File: src/msx_upload_defs.svh
`ifndef MSX_UPLOAD_DEFS_SVH
`define MSX_UPLOAD_DEFS_SVH

// Configuration record header
`define CONF_HEADER_BYTES 16
`define MSX_MAGIC         24'h4D5358

// Memory ports
`define DDR3_AW           28
`define RAM_AW            27

// Slot layout, 4 slots x 4 subslots x 4 pages
`define SLOT_BLOCKS       64
`define SLOT_AW           6

// RAM lookup table
`define LOOKUP_ENTRIES    16
`define LOOKUP_AW         4

// Block sizes count 16 KB units
`define FILL_UNITS_W      11
`define FILL_UNIT_SHIFT   14

`define CONFIG_INDEX      1

`endif

File: src/msx_upload_pkg.sv
`include "msx_upload_defs.svh"

package msx_upload_pkg;

   typedef enum logic [7:0] {
      MAPPER_UNUSED = 8'd0,
      MAPPER_NONE,
      MAPPER_ASCII8,
      MAPPER_ASCII16,
      MAPPER_KONAMI,
      MAPPER_KONAMI_SCC
   } mapper_t;

   typedef enum logic [7:0] {
      DEVICE_NONE = 8'd0,
      DEVICE_FDC,
      DEVICE_ZEMINA90,
      DEVICE_MFRSD0
   } device_t;

   typedef enum logic [7:0] {
      ROM_NONE = 8'd0,
      ROM_ROM,
      ROM_RAM,
      ROM_FDC,
      ROM_FMPAC,
      ROM_GM2
   } data_id_t;

   typedef enum logic [3:0] {
      CONFIG_NONE = 4'd0,
      CONFIG_SLOT_A,
      CONFIG_SLOT_B,
      CONFIG_SLOT_INTERNAL,
      CONFIG_KBD_LAYOUT,
      CONFIG_CONFIG
   } config_typ_t;

   typedef enum logic [2:0] {
      FILL_STREAM  = 3'd0,
      FILL_ONES    = 3'd1,
      FILL_ZEROS   = 3'd2,
      FILL_CHECK_A = 3'd3,
      FILL_CHECK_B = 3'd4,
      FILL_HALF    = 3'd5
   } fill_pattern_t;

   typedef struct packed {
      mapper_t    mapper;
      device_t    device;
      logic [3:0] ref_ram;     // Index into the lookup table
      logic [1:0] offset_ram;  // 16 KB page within the block
   } block_t;

   typedef struct packed {
      logic [`RAM_AW-1:0] addr;
      logic [15:0]        size;  // In 16 KB units
      logic               ro;
   } lookup_ram_t;

endpackage

File: src/upload_controller.sv
`timescale 1ns/1ps
`include "msx_upload_defs.svh"

module upload_controller
   import msx_upload_pkg::*;
(
   input                            clk,
   input                            reset,
   input                            ioctl_download,
   input        [15:0]              ioctl_index,
   input        [`RAM_AW-1:0]       ioctl_addr,
   input                            reload,
   input        [7:0]               ddr3_dout,
   input                            ddr3_ready,
   input                            fetch_req,
   input                            fill_done,
   input                            store_done,
   output logic                     reset_rq,
   output logic [`DDR3_AW-1:0]      ddr3_addr,
   output logic                     ddr3_rd,
   output logic                     ddr3_request,
   output logic                     fetch_ack,
   output logic                     fill_start,
   output logic [`RAM_AW-1:0]       fill_base,
   output logic [`FILL_UNITS_W-1:0] fill_units,
   output fill_pattern_t            fill_pattern,
   output logic                     fill_stream,
   output logic                     table_clear,
   output logic                     lookup_wr,
   output logic [`LOOKUP_AW-1:0]    lookup_addr,
   output lookup_ram_t              lookup_data,
   output logic                     store_start,
   output logic [3:0]               store_slot,
   output logic [7:0]               store_mode,
   output logic [7:0]               store_param,
   output mapper_t                  store_mapper,
   output device_t                  store_device,
   output logic [3:0]               store_ref
);
   typedef enum logic [2:0] {
      S_IDLE, S_CLEAR, S_HDR_START, S_HDR_READ, S_CHECK, S_FILL, S_STORE
   } state_t;

   state_t                state;
   logic                  download_q;
   logic                  download_end;
   logic                  load;
   logic [`RAM_AW-1:0]    image_size;
   logic [7:0]            conf [`CONF_HEADER_BYTES];
   logic [3:0]            hdr_idx;
   logic                  rd_valid;
   logic [`RAM_AW-1:0]    alloc_addr;
   logic [`LOOKUP_AW-1:0] ref_ram;
   logic                  magic_ok;
   logic                  slot_rec;
   logic                  has_ram;
   data_id_t              data_id;

   assign download_end = download_q && !ioctl_download &&
                         ioctl_index[5:0] == 6'(`CONFIG_INDEX);

   always_ff @(posedge clk) begin
      if (reset) begin
         download_q <= 1'b0;
         load       <= 1'b0;
      end else begin
         download_q <= ioctl_download;
         load       <= reload | download_end;
         if (download_end) image_size <= ioctl_addr;  // Bytes in the image
      end
   end

   // Header bytes land one cycle after each accepted read
   always_ff @(posedge clk) begin
      if (state == S_HDR_READ && rd_valid) conf[hdr_idx] <= ddr3_dout;
   end

   assign magic_ok     = {conf[0], conf[1], conf[2]} == `MSX_MAGIC;
   assign slot_rec     = config_typ_t'(conf[3][7:4]) == CONFIG_SLOT_INTERNAL;
   assign data_id      = data_id_t'(conf[4]);
   assign fill_units   = {conf[5][2:0], conf[6]};
   assign has_ram      = fill_units != '0;
   assign fill_stream  = data_id != ROM_RAM && data_id != ROM_NONE;
   assign fill_pattern = fill_pattern_t'(conf[11][2:0]);
   assign fill_base    = alloc_addr;
   assign fill_start   = state == S_CHECK && magic_ok && slot_rec && has_ram;

   assign lookup_wr   = fill_start;
   assign lookup_addr = ref_ram;
   assign lookup_data = '{addr: alloc_addr, size: 16'(fill_units), ro: fill_stream};

   assign store_start  = (state == S_CHECK && magic_ok && slot_rec && !has_ram) ||
                         (state == S_FILL && fill_done);
   assign store_slot   = conf[3][3:0];
   assign store_mode   = conf[9];
   assign store_param  = conf[10];
   assign store_mapper = mapper_t'(conf[8]);
   assign store_device = device_t'(conf[7]);
   assign store_ref    = data_id == ROM_NONE ? 4'd0 : ref_ram;

   assign table_clear  = state == S_CLEAR;
   assign fetch_ack    = state == S_FILL && rd_valid;
   assign ddr3_request = state != S_IDLE;
   assign reset_rq     = load || state != S_IDLE;

   always_ff @(posedge clk) begin
      if (reset) begin
         state      <= S_IDLE;
         ddr3_rd    <= 1'b0;
         ddr3_addr  <= '0;
         rd_valid   <= 1'b0;
         hdr_idx    <= '0;
         alloc_addr <= '0;
         ref_ram    <= '0;
      end else begin
         rd_valid <= ddr3_rd && ddr3_ready;
         if (ddr3_rd && ddr3_ready) begin
            ddr3_rd   <= 1'b0;
            ddr3_addr <= ddr3_addr + 1'b1;
         end
         case (state)
            S_IDLE: begin
               if (load) begin
                  state      <= S_CLEAR;
                  ddr3_addr  <= '0;
                  alloc_addr <= '0;
                  ref_ram    <= '0;
               end
            end
            S_CLEAR: state <= S_HDR_START;
            S_HDR_START: begin
               hdr_idx <= '0;
               if (ddr3_addr >= `DDR3_AW'(image_size)) begin
                  state <= S_IDLE;  // End of image
               end else begin
                  ddr3_rd <= 1'b1;
                  state   <= S_HDR_READ;
               end
            end
            S_HDR_READ: begin
               if (rd_valid) begin
                  hdr_idx <= hdr_idx + 1'b1;
                  if (hdr_idx == 4'(`CONF_HEADER_BYTES - 1)) state <= S_CHECK;
                  else ddr3_rd <= 1'b1;
               end
            end
            S_CHECK: begin
               if (!magic_ok) begin
                  state <= S_IDLE;
               end else if (!slot_rec) begin
                  state <= S_HDR_START;  // Skipped, no payload follows
               end else if (has_ram) begin
                  alloc_addr <= alloc_addr + (`RAM_AW'(fill_units) << `FILL_UNIT_SHIFT);
                  state      <= S_FILL;
               end else begin
                  state <= S_STORE;
               end
            end
            S_FILL: begin
               if (fetch_req) ddr3_rd <= 1'b1;
               if (fill_done) state <= S_STORE;
            end
            S_STORE: begin
               if (store_done) begin
                  ref_ram <= ref_ram + `LOOKUP_AW'(has_ram);
                  state   <= S_HDR_START;
               end
            end
            default: state <= S_IDLE;
         endcase
      end
   end

endmodule
File: config.mk
export PLATFORM = sky130hd
export DESIGN_NAME = upload_controller
export DESIGN_NICKNAME = d
export VERILOG_FILES = /design/src/msx_upload_pkg.sv /design/src/upload_controller.sv
export VERILOG_INCLUDE_DIRS = /design/src /design/src/src
export SDC_FILE = /design/constraint.sdc
export NUM_CORES = 1
export LEC_CHECK = 0
export BUFFER_PORTS_ARGS = -buffer_cell sky130_fd_sc_hd__buf_2
export CAP_MARGIN = 30
export CORE_ASPECT_RATIO = 0.5
export CORE_UTILIZATION = 49
export CTS_BUF_LIST = sky130_fd_sc_hd__clkbuf_8
export CTS_CLUSTER_SIZE = 24
export DETAILED_ROUTE_END_ITERATION = 12
export GPL_ROUTABILITY_DRIVEN = 0
export PLACE_DENSITY_LB_ADDON = 0.3
export SLEW_MARGIN = 15
export SYNTH_ARGS = -nofsm -noshare
export SYNTH_HDL_FRONTEND = slang
export SYNTH_SLANG_ARGS = --single-unit
File: constraint.sdc
create_clock -name clk -period 5.1 [get_ports clk]
set_input_delay 1.53 -clock clk [delete_from_list [all_inputs] [get_ports clk]]
set_output_delay 1.53 -clock clk [all_outputs]
set_load 0.01 [all_outputs]
==> results of run 1 <==
==> Yosys cell counts (2+ instances only) <==
library cell | count | area (µm²)
mux2i_1 | 2 | 20.0
ha_1 | 45 | 563
or4bb_1 | 2 | 22.5
dfxtp_1 | 56 | 1120
nor3_1 | 10 | 50.1
nand3b_1 | 3 | 22.5
o21ai_0 | 14 | 70.1
xnor2_1 | 14 | 123
nor2_1 | 52 | 195
nor4bb_1 | 2 | 20.0
a211oi_1 | 3 | 22.5
nand4b_1 | 2 | 17.5
a31oi_1 | 4 | 25.0
and3_1 | 11 | 68.8
nor4_1 | 5 | 31.3
nand3_1 | 26 | 130
inv_1 | 37 | 139
a22oi_1 | 2 | 15.0
a21o_1 | 10 | 75.1
clkbuf_1 | 7 | 26.3
nor3b_1 | 3 | 22.5
and2_1 | 13 | 81.3
nor2b_1 | 12 | 75.1
nand2_1 | 44 | 165
edfxtp_1 | 113 | 3390
buf_2 | 3 | 15.0
a211o_1 | 3 | 26.3
o21a_1 | 2 | 15.0
and4_1 | 3 | 26.3
buf_4 | 63 | 473
nand4_1 | 16 | 100
a21oi_1 | 34 | 170
nand2b_1 | 5 | 31.3
xor2_1 | 23 | 201
==> where the power goes <==
group / internal, mW / switching, mW / leakage, nW / total [mW]
clock: 0.447 / 0.522 / 0.207 / 0.969
sequential: 1.47 / 0.0326 / 1.47 / 1.50
combinational: 0.0811 / 0.158 / 2.25 / 0.239
==> routing by layer <==
layer,GRT usage,part of all wire
met1,0.264,0.45
met2,0.344,0.48
met3,0.0546,0.059
met4,0.0556,0.0079
met5,0,0
==> sequential cells by signal (all words and copies together) (netlist names) <==
register,cells
conf,86
ddr3_addr,28
state,3
load,1
download_q,1
fill_base,13
hdr_idx,4
lookup_addr,4
ddr3_rd,1
image_size,27
rd_valid,1
==> layout make-up <==
| cell class | instances | share of cell area |
|---|---|---|
| clock buffers | 17 | 0.0259 |
| multi-input cells | 424 | 0.309 |
| flip-flops and latches | 169 | 0.500 |
| well taps | 204 | 0.0283 |
| inverters | 37 | 0.0154 |
| repair buffers | 183 | 0.103 |
| clock inverters | 15 | 0.0183 |
==> stage by stage <==
stage,setup WS [ns],hold slack (ns),util,cell area [µm²],cells
3_5_place_dp,1.56,0.485,0.557,8630,1017
2_1_floorplan,0.832,0.482,-,7960,704
3_3_place_gp,1.58,0.472,0.556,8610,1016
4_1_cts,1.05,0.499,0.583,9030,1049
5_1_grt,0.936,0.535,0.583,9030,1049
6_report,1.12,0.502,0.583,9030,1049
==> cell families (layout without fill, tap and decap cells) <==
| kind of cell | Yosys count | count (layout) | synth area share |
|---|---|---|---|
| compound gates | 87 | 87 | 0.0716 |
| xor+xnor | 37 | 37 | 0.0414 |
| fa+ha+maj | 46 | 46 | 0.0744 |
| buf+inv | 111 | 252 | 0.0848 |
| flops | 169 | 169 | 0.576 |
| mux | 2 | 2 | 0.00256 |
| other cells | 1 | 33 | 0.000479 |
| simple gates | 219 | 219 | 0.149 |
==> tightest hold or removal path: stages, from the launching register on <==
cell and delay (ns):
dfxtp_1 0.35, nand2_1 0.06, a21oi_1 0.05
==> path summary, 6_finish.rpt <==
| kind | endpoint | slack, ns | cells past startpoint |
|---|---|---|---|
| worst max-delay path | store_start | 1.12 | 5 |
| worst min register to register | fill_base[14] | 0.50 | 2 |
| worst max register to register | fill_base[19] | 2.66 | 6 |
| worst min-delay path | fill_base[14] | 0.50 | 2 |
==> summary.md, run 1 <==
| Metric | Value |
|---|---|
| Outcome | finished, final reports clean |
| Sequential area share after synthesis | 0.576 |
| Buf+Inv Stages, Crit Path | 1 |
| Worst hold start | fill_base[14] |
| Setup Skew | 0.0160 ns |
| Htree depth | 4 |
| Post-synthesis cell type count | 62 |
| Synth Flop Type | edfxtp_1 |
| CTS tree | done |
| Fill cells | 1,318 |
| Bufs on Longest Clock Path | 2 |
| Total routed wirelength | ~17 mm |
| ANT nets after route | 0 |
| Share of synthesized registers carrying an async set or reset | 0 |
| Cell count after synthesis | 672 |
| First-pass GRT wire length | 26.2 mm |
| First-iteration detailed-routing DRC count | 382 |
| Critical Path Start | state[2] |
| Worst-path cell chain | nor3b_2, and3_1, nand3b_1, o21ai_0, buf_2 |
| Slew margin rel. | 0.510 |
| Die Span X | 181 µm |
| Lkg Pwr | 3.93 nW |
| Io pins | 225 |
| Post_cts resized | 0 |
| Chip height | between 90 and 100 µm |
| Register bit count reported by yosys | 169 |
| Sum Neg Setup Slack | 0 ns |
| CP delay by family, top | simple AND/OR/NAND/NOR gates |
| Nets | 937 |
| Total power | 2.71 mW |
| Worst path arrival time | 2.45 ns |
| Post-Syn Area | 0.00783 mm² |
| Period utilisation layout | 0.780 |
| Hold buffers post-CTS | 0 |
| CP peak stage delay | between 0.6 and 0.7 ns |
| Final setup violating endpoints | 0 |
| Commonest non-fill, non-tap cell in the layout | buf_2 |
| Via density | ~5.2 |
| CP endpoint kind | output port |
| Startpoint Class | flop |
| Worst Path Required | 3.57 ns |
| Largest net degree at the start of global routing | 29 |
| Clock transition at the registers of the reported paths | roughly 0.10 ns |
| RSZ-0062 raised after global routing | no |
| Least-Margin Pin Slew | 0.730 ns |
| Max-slew violations | 0 |
| Most frequent cells in the layout | buf_2, edfxtp_1, dfxtp_1 |
| 1st-pass router iterations | 4 |
| Crit-path slowest cell | nor3b_2 |
| Via count | 5,422 |
| Fin crit period | 3.98 ns |
| CTS Sinks | between 150 and 200 |
| Layout cell share with drive strength beyond 1 | 0.265 |
| Sequential Area | 0.00451 mm² |
| Initial Utilization | 0.506 |
| DR WL/cell | 15.8 µm |
| Max Fclk | roughly 0.25 GHz |
| Hpwl dp | 11.9 mm |
| Antenna violations before repair | 0 |
| Die area | 0.0165 mm² |
| EDFF count, synth | 113 |
| Syn. warnings | 0 |
| Critical path class | flop to output port |
| DR DRC count | 0 |
| Vias in the first global route | 5,157 |
| Final Hold Viols | 0 |
| Syn Area/Cell | 11.7 µm² |
| HP Class | flop to flop |
| Worst-case vdd ir drop | roughly 230 µV |
| Pwr/cell area | 300 mW/mm² |
| Core Region | about 0.015 mm² |
| Post-CTS Setup Bufs | 0 |
| N_diodes | 0 |
| Core Rows | 32 |
| Gr usage total | 0.206 |
| Max-cap viol count | 0 |
| Worst-Skew Late Latency | 0.46 ns |
| CP Max Fanout | 14 |
| Gr ovfl total | 0 |
| FF-to-FF Start | state[2] |
| Root buffer cell | clkbuf_8 |
| # port buffers | 181 |
| Area delta synth->final | 15.2% |
| Multi-input logic area | 0.00279 mm² |
| CTS Buf Count | 17 |
Note: power is estimated with default switching activity, not from simulation.
==> run 2: changes to the inputs <==
==> constraint.sdc (replaced) <==
create_clock -name clk -period 3.3 [get_ports clk]
set_input_delay 0.99 -clock clk [delete_from_list [all_inputs] [get_ports clk]]
set_output_delay 0.99 -clock clk [all_outputs]
set_load 0.01 [all_outputs]
==> run 2 against run 1 <==
Effect of this change: design area is essentially flat; clock skew shrank 0.00051 ns; die area is the same; critical path depth is the same; sequential share of layout area is essentially flat.
==> summary.md, run 2 (synthesis gave the netlist of run 1 again) <==
| Metric | Value |
|---|---|
| Outcome | finished, final reports clean |
| Worst Path Required | approximately 2.3 ns |
| Core Region | 0.0155 mm² |
| Lkg Pwr | 3.94 nW |
| Max-cap viol count | 0 |
| Antenna violations before repair | 0 |
| Post-layout util | 0.583 |
| Slew margin rel. | 0.516 |
| Slack of the critical path | 0.00403 ns |
| Sum Neg Setup Slack | 0 ns |
| Io pins | 225 |
| Fill cells | 1,321 |
| Nets | 942 |
| CTS Buf Count | 17 |
| ANT nets after route | 0 |
| Gr usage total | 0.204 |
| Die area | ~0.017 mm² |
| Commonest non-fill, non-tap cell in the layout | buf_2 |
| Final setup violating endpoints | 0 |
| Via count | 5,342 |
| First-iteration detailed-routing DRC count | 273 |
| Final Hold Viols | 0 |
| Initial Utilization | 0.506 |
| Multi-input logic area | 0.00279 mm² |
| Crit-path slowest cell | or4bb_1 |
| Core Rows | 32 |
| Layout cell share with drive strength beyond 1 | 0.267 |
| Hpwl dp | 11.5 mm |
| Critical path class | flop to output port |
| Bufs on Longest Clock Path | 2 |
| CP Max Fanout | 4 |
| Worst-case vdd ir drop | 312 µV |
| Clock transition at the registers of the reported paths | 0.10 ns |
| Buf+Inv Stages, Crit Path | 1 |
| CP peak stage delay | 0.55 ns |
| Max FFs per register | 86 |
| Die Span X | between 150 and 200 µm |
| Dpl ws | 0.429 ns |
| DR WL/cell | 15.5 µm |
| Htree depth | 4 |
| Pwr/cell area | 454 mW/mm² |
| Max-slew violations | 0 |
| Worst-Skew Late Latency | roughly 0.46 ns |
| N_diodes | 0 |
| CTS Sinks | 169 |
| DR DRC count | 0 |
| Via density | 5.07 |
| Worst path arrival time | 2.31 ns |
| CP delay by family, top | simple AND/OR/NAND/NOR gates |
| Period utilisation layout | 0.999 |
| Total power | 4.10 mW |
| Vias in the first global route | between 5,000 and 6,000 |
| Worst-path cell chain | or4bb_1, nor4_4, nand4_1, nor2b_2, buf_2 |
| Setup Skew | 0.0155 ns |
| Fin crit period | 3.30 ns |
| CTS tree | done |
| Area delta synth->final | 15.3% |
| Sequential Area | ~0.0045 mm² |
| Chip height | 91.4 µm |
| First-pass GRT wire length | 25.7 mm |
| Max Fclk | roughly 0.30 GHz |
| HP Class | flop to flop |
| Gr ovfl total | 0 |
| 1st-pass router iterations | 4 |
| Largest net degree at the start of global routing | 33 |
| Least-Margin Pin Slew | 0.720 ns |
| RSZ-0062 raised after global routing | yes |
| Biggest regs | conf (86), ddr3_addr (28), image_size (27) |
| Root buffer cell | clkbuf_8 |
| CP endpoint kind | output port |
| Most frequent cells in the layout | buf_2, edfxtp_1, dfxtp_1 |
| # port buffers | 181 |
| Total routed wirelength | 16.4 mm |
| Reg with most FFs | conf |
| Startpoint Class | flop |
run 2: cell types whose count changed in the layout (fill, tap and decap cells not counted), sizes merged:
cell      previous run  this run
clkinvlp             1         2
buf                183       188
clkinv               4         6
inv                 45        42
run 2: power breakdown:
group | switching [mW] | internal [mW]
combinational | 0.238 | 0.124
sequential | 0.0502 | 2.27
clock | 0.754 | 0.662
run 2: repair_timing:
action,CTS,global route
endpoints found under the setup margin,3,3
endpoints found under the hold margin,0,0
pin swaps,2,4
hold buffers,0,0
buffers inserted,0,2
gates resized for setup,2,0
run 2: final cells by class:
cell class,count,area share
Tap cell,204,0.0283
Timing Repair Buffer,188,0.106
Inverter,37,0.0154
Clock inverter,15,0.0155
Sequential cell,169,0.500
Multi-Input combinational cell,424,0.309
Clock buffer,17,0.0259
run 2: per-stage QoR:
stage / std cells / hold WS [ns] / area, µm²
2_1_floorplan: 704 / 0.482 / 7970
3_3_place_gp: 1020 / 0.474 / 8640
3_5_place_dp: 1020 / 0.481 / 8640
4_1_cts: 1052 / 0.495 / 9020
5_1_grt: 1054 / 0.532 / 9030
6_report: 1054 / 0.494 / 9030
run 2: tightest hold or removal path, cell delays in order, from the launching register on:
cell	delay, ns
dfxtp_1	0.34
nand2_1	0.06
a21oi_1	0.05
run 2: per-layer routing:
metal | track usage | wire (µm)
met1 | 0.259 | 7400
met2 | 0.338 | 7810
met3 | 0.0558 | 951
met4 | 0.0684 | 199
met5 | 0 | 0
run 2: path summary, 6_finish.rpt:
path	from	endpoint	slack [ns]	cells after the start
max	conf[2][7]	lookup_wr	0.004	5
min	fill_base[14]	fill_base[14]	0.49	2
min reg2reg	fill_base[14]	fill_base[14]	0.49	2
max reg2reg	conf[6][1]	fill_base[18]	0.89	6
==> run 3: changes to the inputs <==
--- a/config.mk
+++ b/config.mk
@@ -14,7 +14,7 @@
 export CTS_CLUSTER_SIZE = 24
 export DETAILED_ROUTE_END_ITERATION = 12
 export GPL_ROUTABILITY_DRIVEN = 0
-export PLACE_DENSITY_LB_ADDON = 0.3
+export PLACE_DENSITY_LB_ADDON = 0.25
 export SLEW_MARGIN = 15
 export SYNTH_ARGS = -nofsm -noshare
 export SYNTH_HDL_FRONTEND = slang
==> run 3 against run 2 <==
Effect of this change: worst setup slack better by 0.029 ns; register-to-register slack got worse by 0.06 ns; sequential share of layout area decreased by 0.32 points; total power rose by 2.2%; design area increased by 0.64%; sequential power is essentially flat; hold slack worse by 0.0079 ns; non-clock buffer count grew 1; highest routed layer unchanged.
==> summary.md, run 3 (synthesis gave the netlist of run 1 again) <==
| Metric | Value |
|---|---|
| Area delta synth->final | 16.1% |
| Slew margin rel. | 0.513 |
| CP Max Fanout | 3 |
| Root buffer cell | clkbuf_8 |
| Startpoint Class | flop |
| Chip height | slightly above 90 µm |
| Fin crit period | 3.27 ns |
| Worst-Skew Late Latency | 0.46 ns |
| HP Class | flop to flop |
| FF-to-FF Start | conf[0][7] |
| CP delay by family, top | simple AND/OR/NAND/NOR gates |
| Die Span X | 181 µm |
| Most frequent cells in the layout | buf_2, edfxtp_1, dfxtp_1 |
| CP peak stage delay | 0.56 ns |
| DR DRC count | 0 |
| Met2 Use GR | 0.331 |
| Period utilisation layout | 0.990 |
| Non-Filler Instances | 1,055 |
| Core Rows | 32 |
| Worst reg2reg path depth | 8 |
| Worst path arrival time | 2.28 ns |
| Crit-path slowest cell | or4b_4 |
| Bufs on Longest Clock Path | 2 |
| Slack of the critical path | 0.0329 ns |
| Antenna violations before repair | 0 |
| Buf+Inv Stages, Crit Path | 1 |
| RSZ-0062 raised after global routing | yes |
| CTS tree | done |
| Clock transition at the registers of the reported paths | 0.10 ns |
| CTS Buf Count | 17 |
| First-pass GRT wire length | 25.1 mm |
| # port buffers | 181 |
| Hold Path End | fill_base[14] |
| Max-slew violations | 0 |
| Max FFs per register | 86 |
| CP endpoint kind | output port |
| Worst-case vdd ir drop | around 320 µV |
| Met1 Resource Use GR | 0.256 |
| Pwr/cell area | 461 mW/mm² |
| Max Fclk | 0.306 GHz |
| Total power | 4.19 mW |
| CTS Sinks | approximately 170 |
| Max-cap viol count | 0 |
| Largest net degree at the start of global routing | 33 |
| Reg2reg end | fill_base[20] |
| First-iteration detailed-routing DRC count | 384 |
| Busiest layer in global routing | met2 |
| Layout cell share with drive strength beyond 1 | 0.273 |
| FF-to-FF setup slack | between 0.8 and 0.9 ns |
| Htree depth | 4 |
| Dpl ws | 0.403 ns |
| N_diodes | 0 |
| Grt met3 use | 0.0509 |
| Core Region | 0.0155 mm² |
| Worst hold start | fill_base[14] |
| Final Hold Viols | 0 |
| Worst-path cell chain | or4b_4, nor4_4, nand4_1, nor2b_2, buf_2 |
| Lkg Pwr | 3.96 nW |
| Die area | 0.0165 mm² |
| Setup Skew | 0.0145 ns |
| Hold depth | 2 |
| Critical path class | flop to output port |
| Total routed wirelength | approximately 16 mm |
| Cell count after placement | about 1,000 |
| Via count | between 5,000 and 6,000 |
| 1st-pass router iterations | 5 |
| Gr ovfl total | 0 |
| Io pins | 225 |
| Vias in the first global route | 4,912 |
| DR WL/cell | 15.4 µm |
| Nets | 943 |
| ANT nets after route | 0 |
| Gr usage total | 0.199 |
| Commonest non-fill, non-tap cell in the layout | buf_2 |
| Hpwl dp | approximately 12 mm |
| Initial Utilization | 0.506 |
| Least-Margin Pin Slew | a little over 0.7 ns |
| Reg with most FFs | conf |
| Post-layout util | 0.587 |
| Final setup violating endpoints | 0 |
| Outcome | finished, final reports clean |
| Worst Path Required | 2.31 ns |
| Biggest regs | conf (86), ddr3_addr (28), image_size (27) |
| Via density | 5.14 |
-- run 3: cell types whose count changed in the layout (fill, tap and decap cells not counted) --
cell        before  now
buf_4            7    8
bufinv_16        2    1
clkinv_1         0    1
clkinv_2         3    0
clkinv_4         3    2
clkinv_8         0    4
clkinvlp_4       2    1
inv_1           41   37
inv_6            1    2
inv_8            0    4
o21ai_1          1    0
o21ai_2          0    1
-- run 3: layer usage --
layer | share of wire | vias to the layer above
met3 | 0.056 | 13
met5 | 0 | -
met4 | 0.011 | 0
met1 | 0.45 | 2594
met2 | 0.49 | 169
li1 | - | 2645
-- run 3: what timing repair did --
item	4_1_cts	5_1_grt
setup buffers	1	2
endpoints found under the setup margin	3	3
hold buffers	0	0
pin swaps	1	3
endpoints found under the hold margin	0	0
resized for setup	2	1
-- run 3: power by group --
group          switching (mW)  internal (mW)  leakage, nW
Sequential             0.0521           2.27         1.47
Combinational           0.241          0.124         2.28
Clock                   0.855          0.645        0.207
Total                    1.15           3.04         3.96
-- run 3: per-stage QoR --
step                      area (µm²)  hold WS [ns]  TNS [ns]
after detailed placement        8640         0.477         0
after CTS                       9070         0.491         0
final                           9090         0.486         0
after floorplan                 7970         0.482         0
after global routing            9090         0.525    -0.141
after global placement          8640         0.474         0
-- run 3: how the worst max path moves through the flow --
stage | startpoint | to | slack (ns) | cells after the start
finish | conf[0][7] | lookup_wr | 0.03 | 5
global route | conf[0][7] | lookup_wr | -0.06 | 5
floorplan | ioctl_index[3] | image_size[0] | 0.20 | 2
CTS | conf[2][1] | lookup_wr | 0.01 | 5
global placement | conf[1][2] | store_start | 0.46 | 5
detailed placement | conf[1][2] | lookup_wr | 0.40 | 5
-- run 3: area by class of cell --
class | instances | area, µm²
Multi-Input combinational cell | 424 | 2800
Timing Repair Buffer | 189 | 966
Fill cell | 1304 | 6400
Sequential cell | 169 | 4510
Clock buffer | 17 | 234
Tap cell | 204 | 255
Inverter | 37 | 139
Clock inverter | 15 | 186
-- run 3: tightest hold or removal path: cells and delay by family (launching register included) --
| family | cells | cell delay, ns |
|---|---|---|
| compound gates | 1 | 0.05 |
| flops | 1 | 0.34 |
| simple gates | 1 | 0.06 |
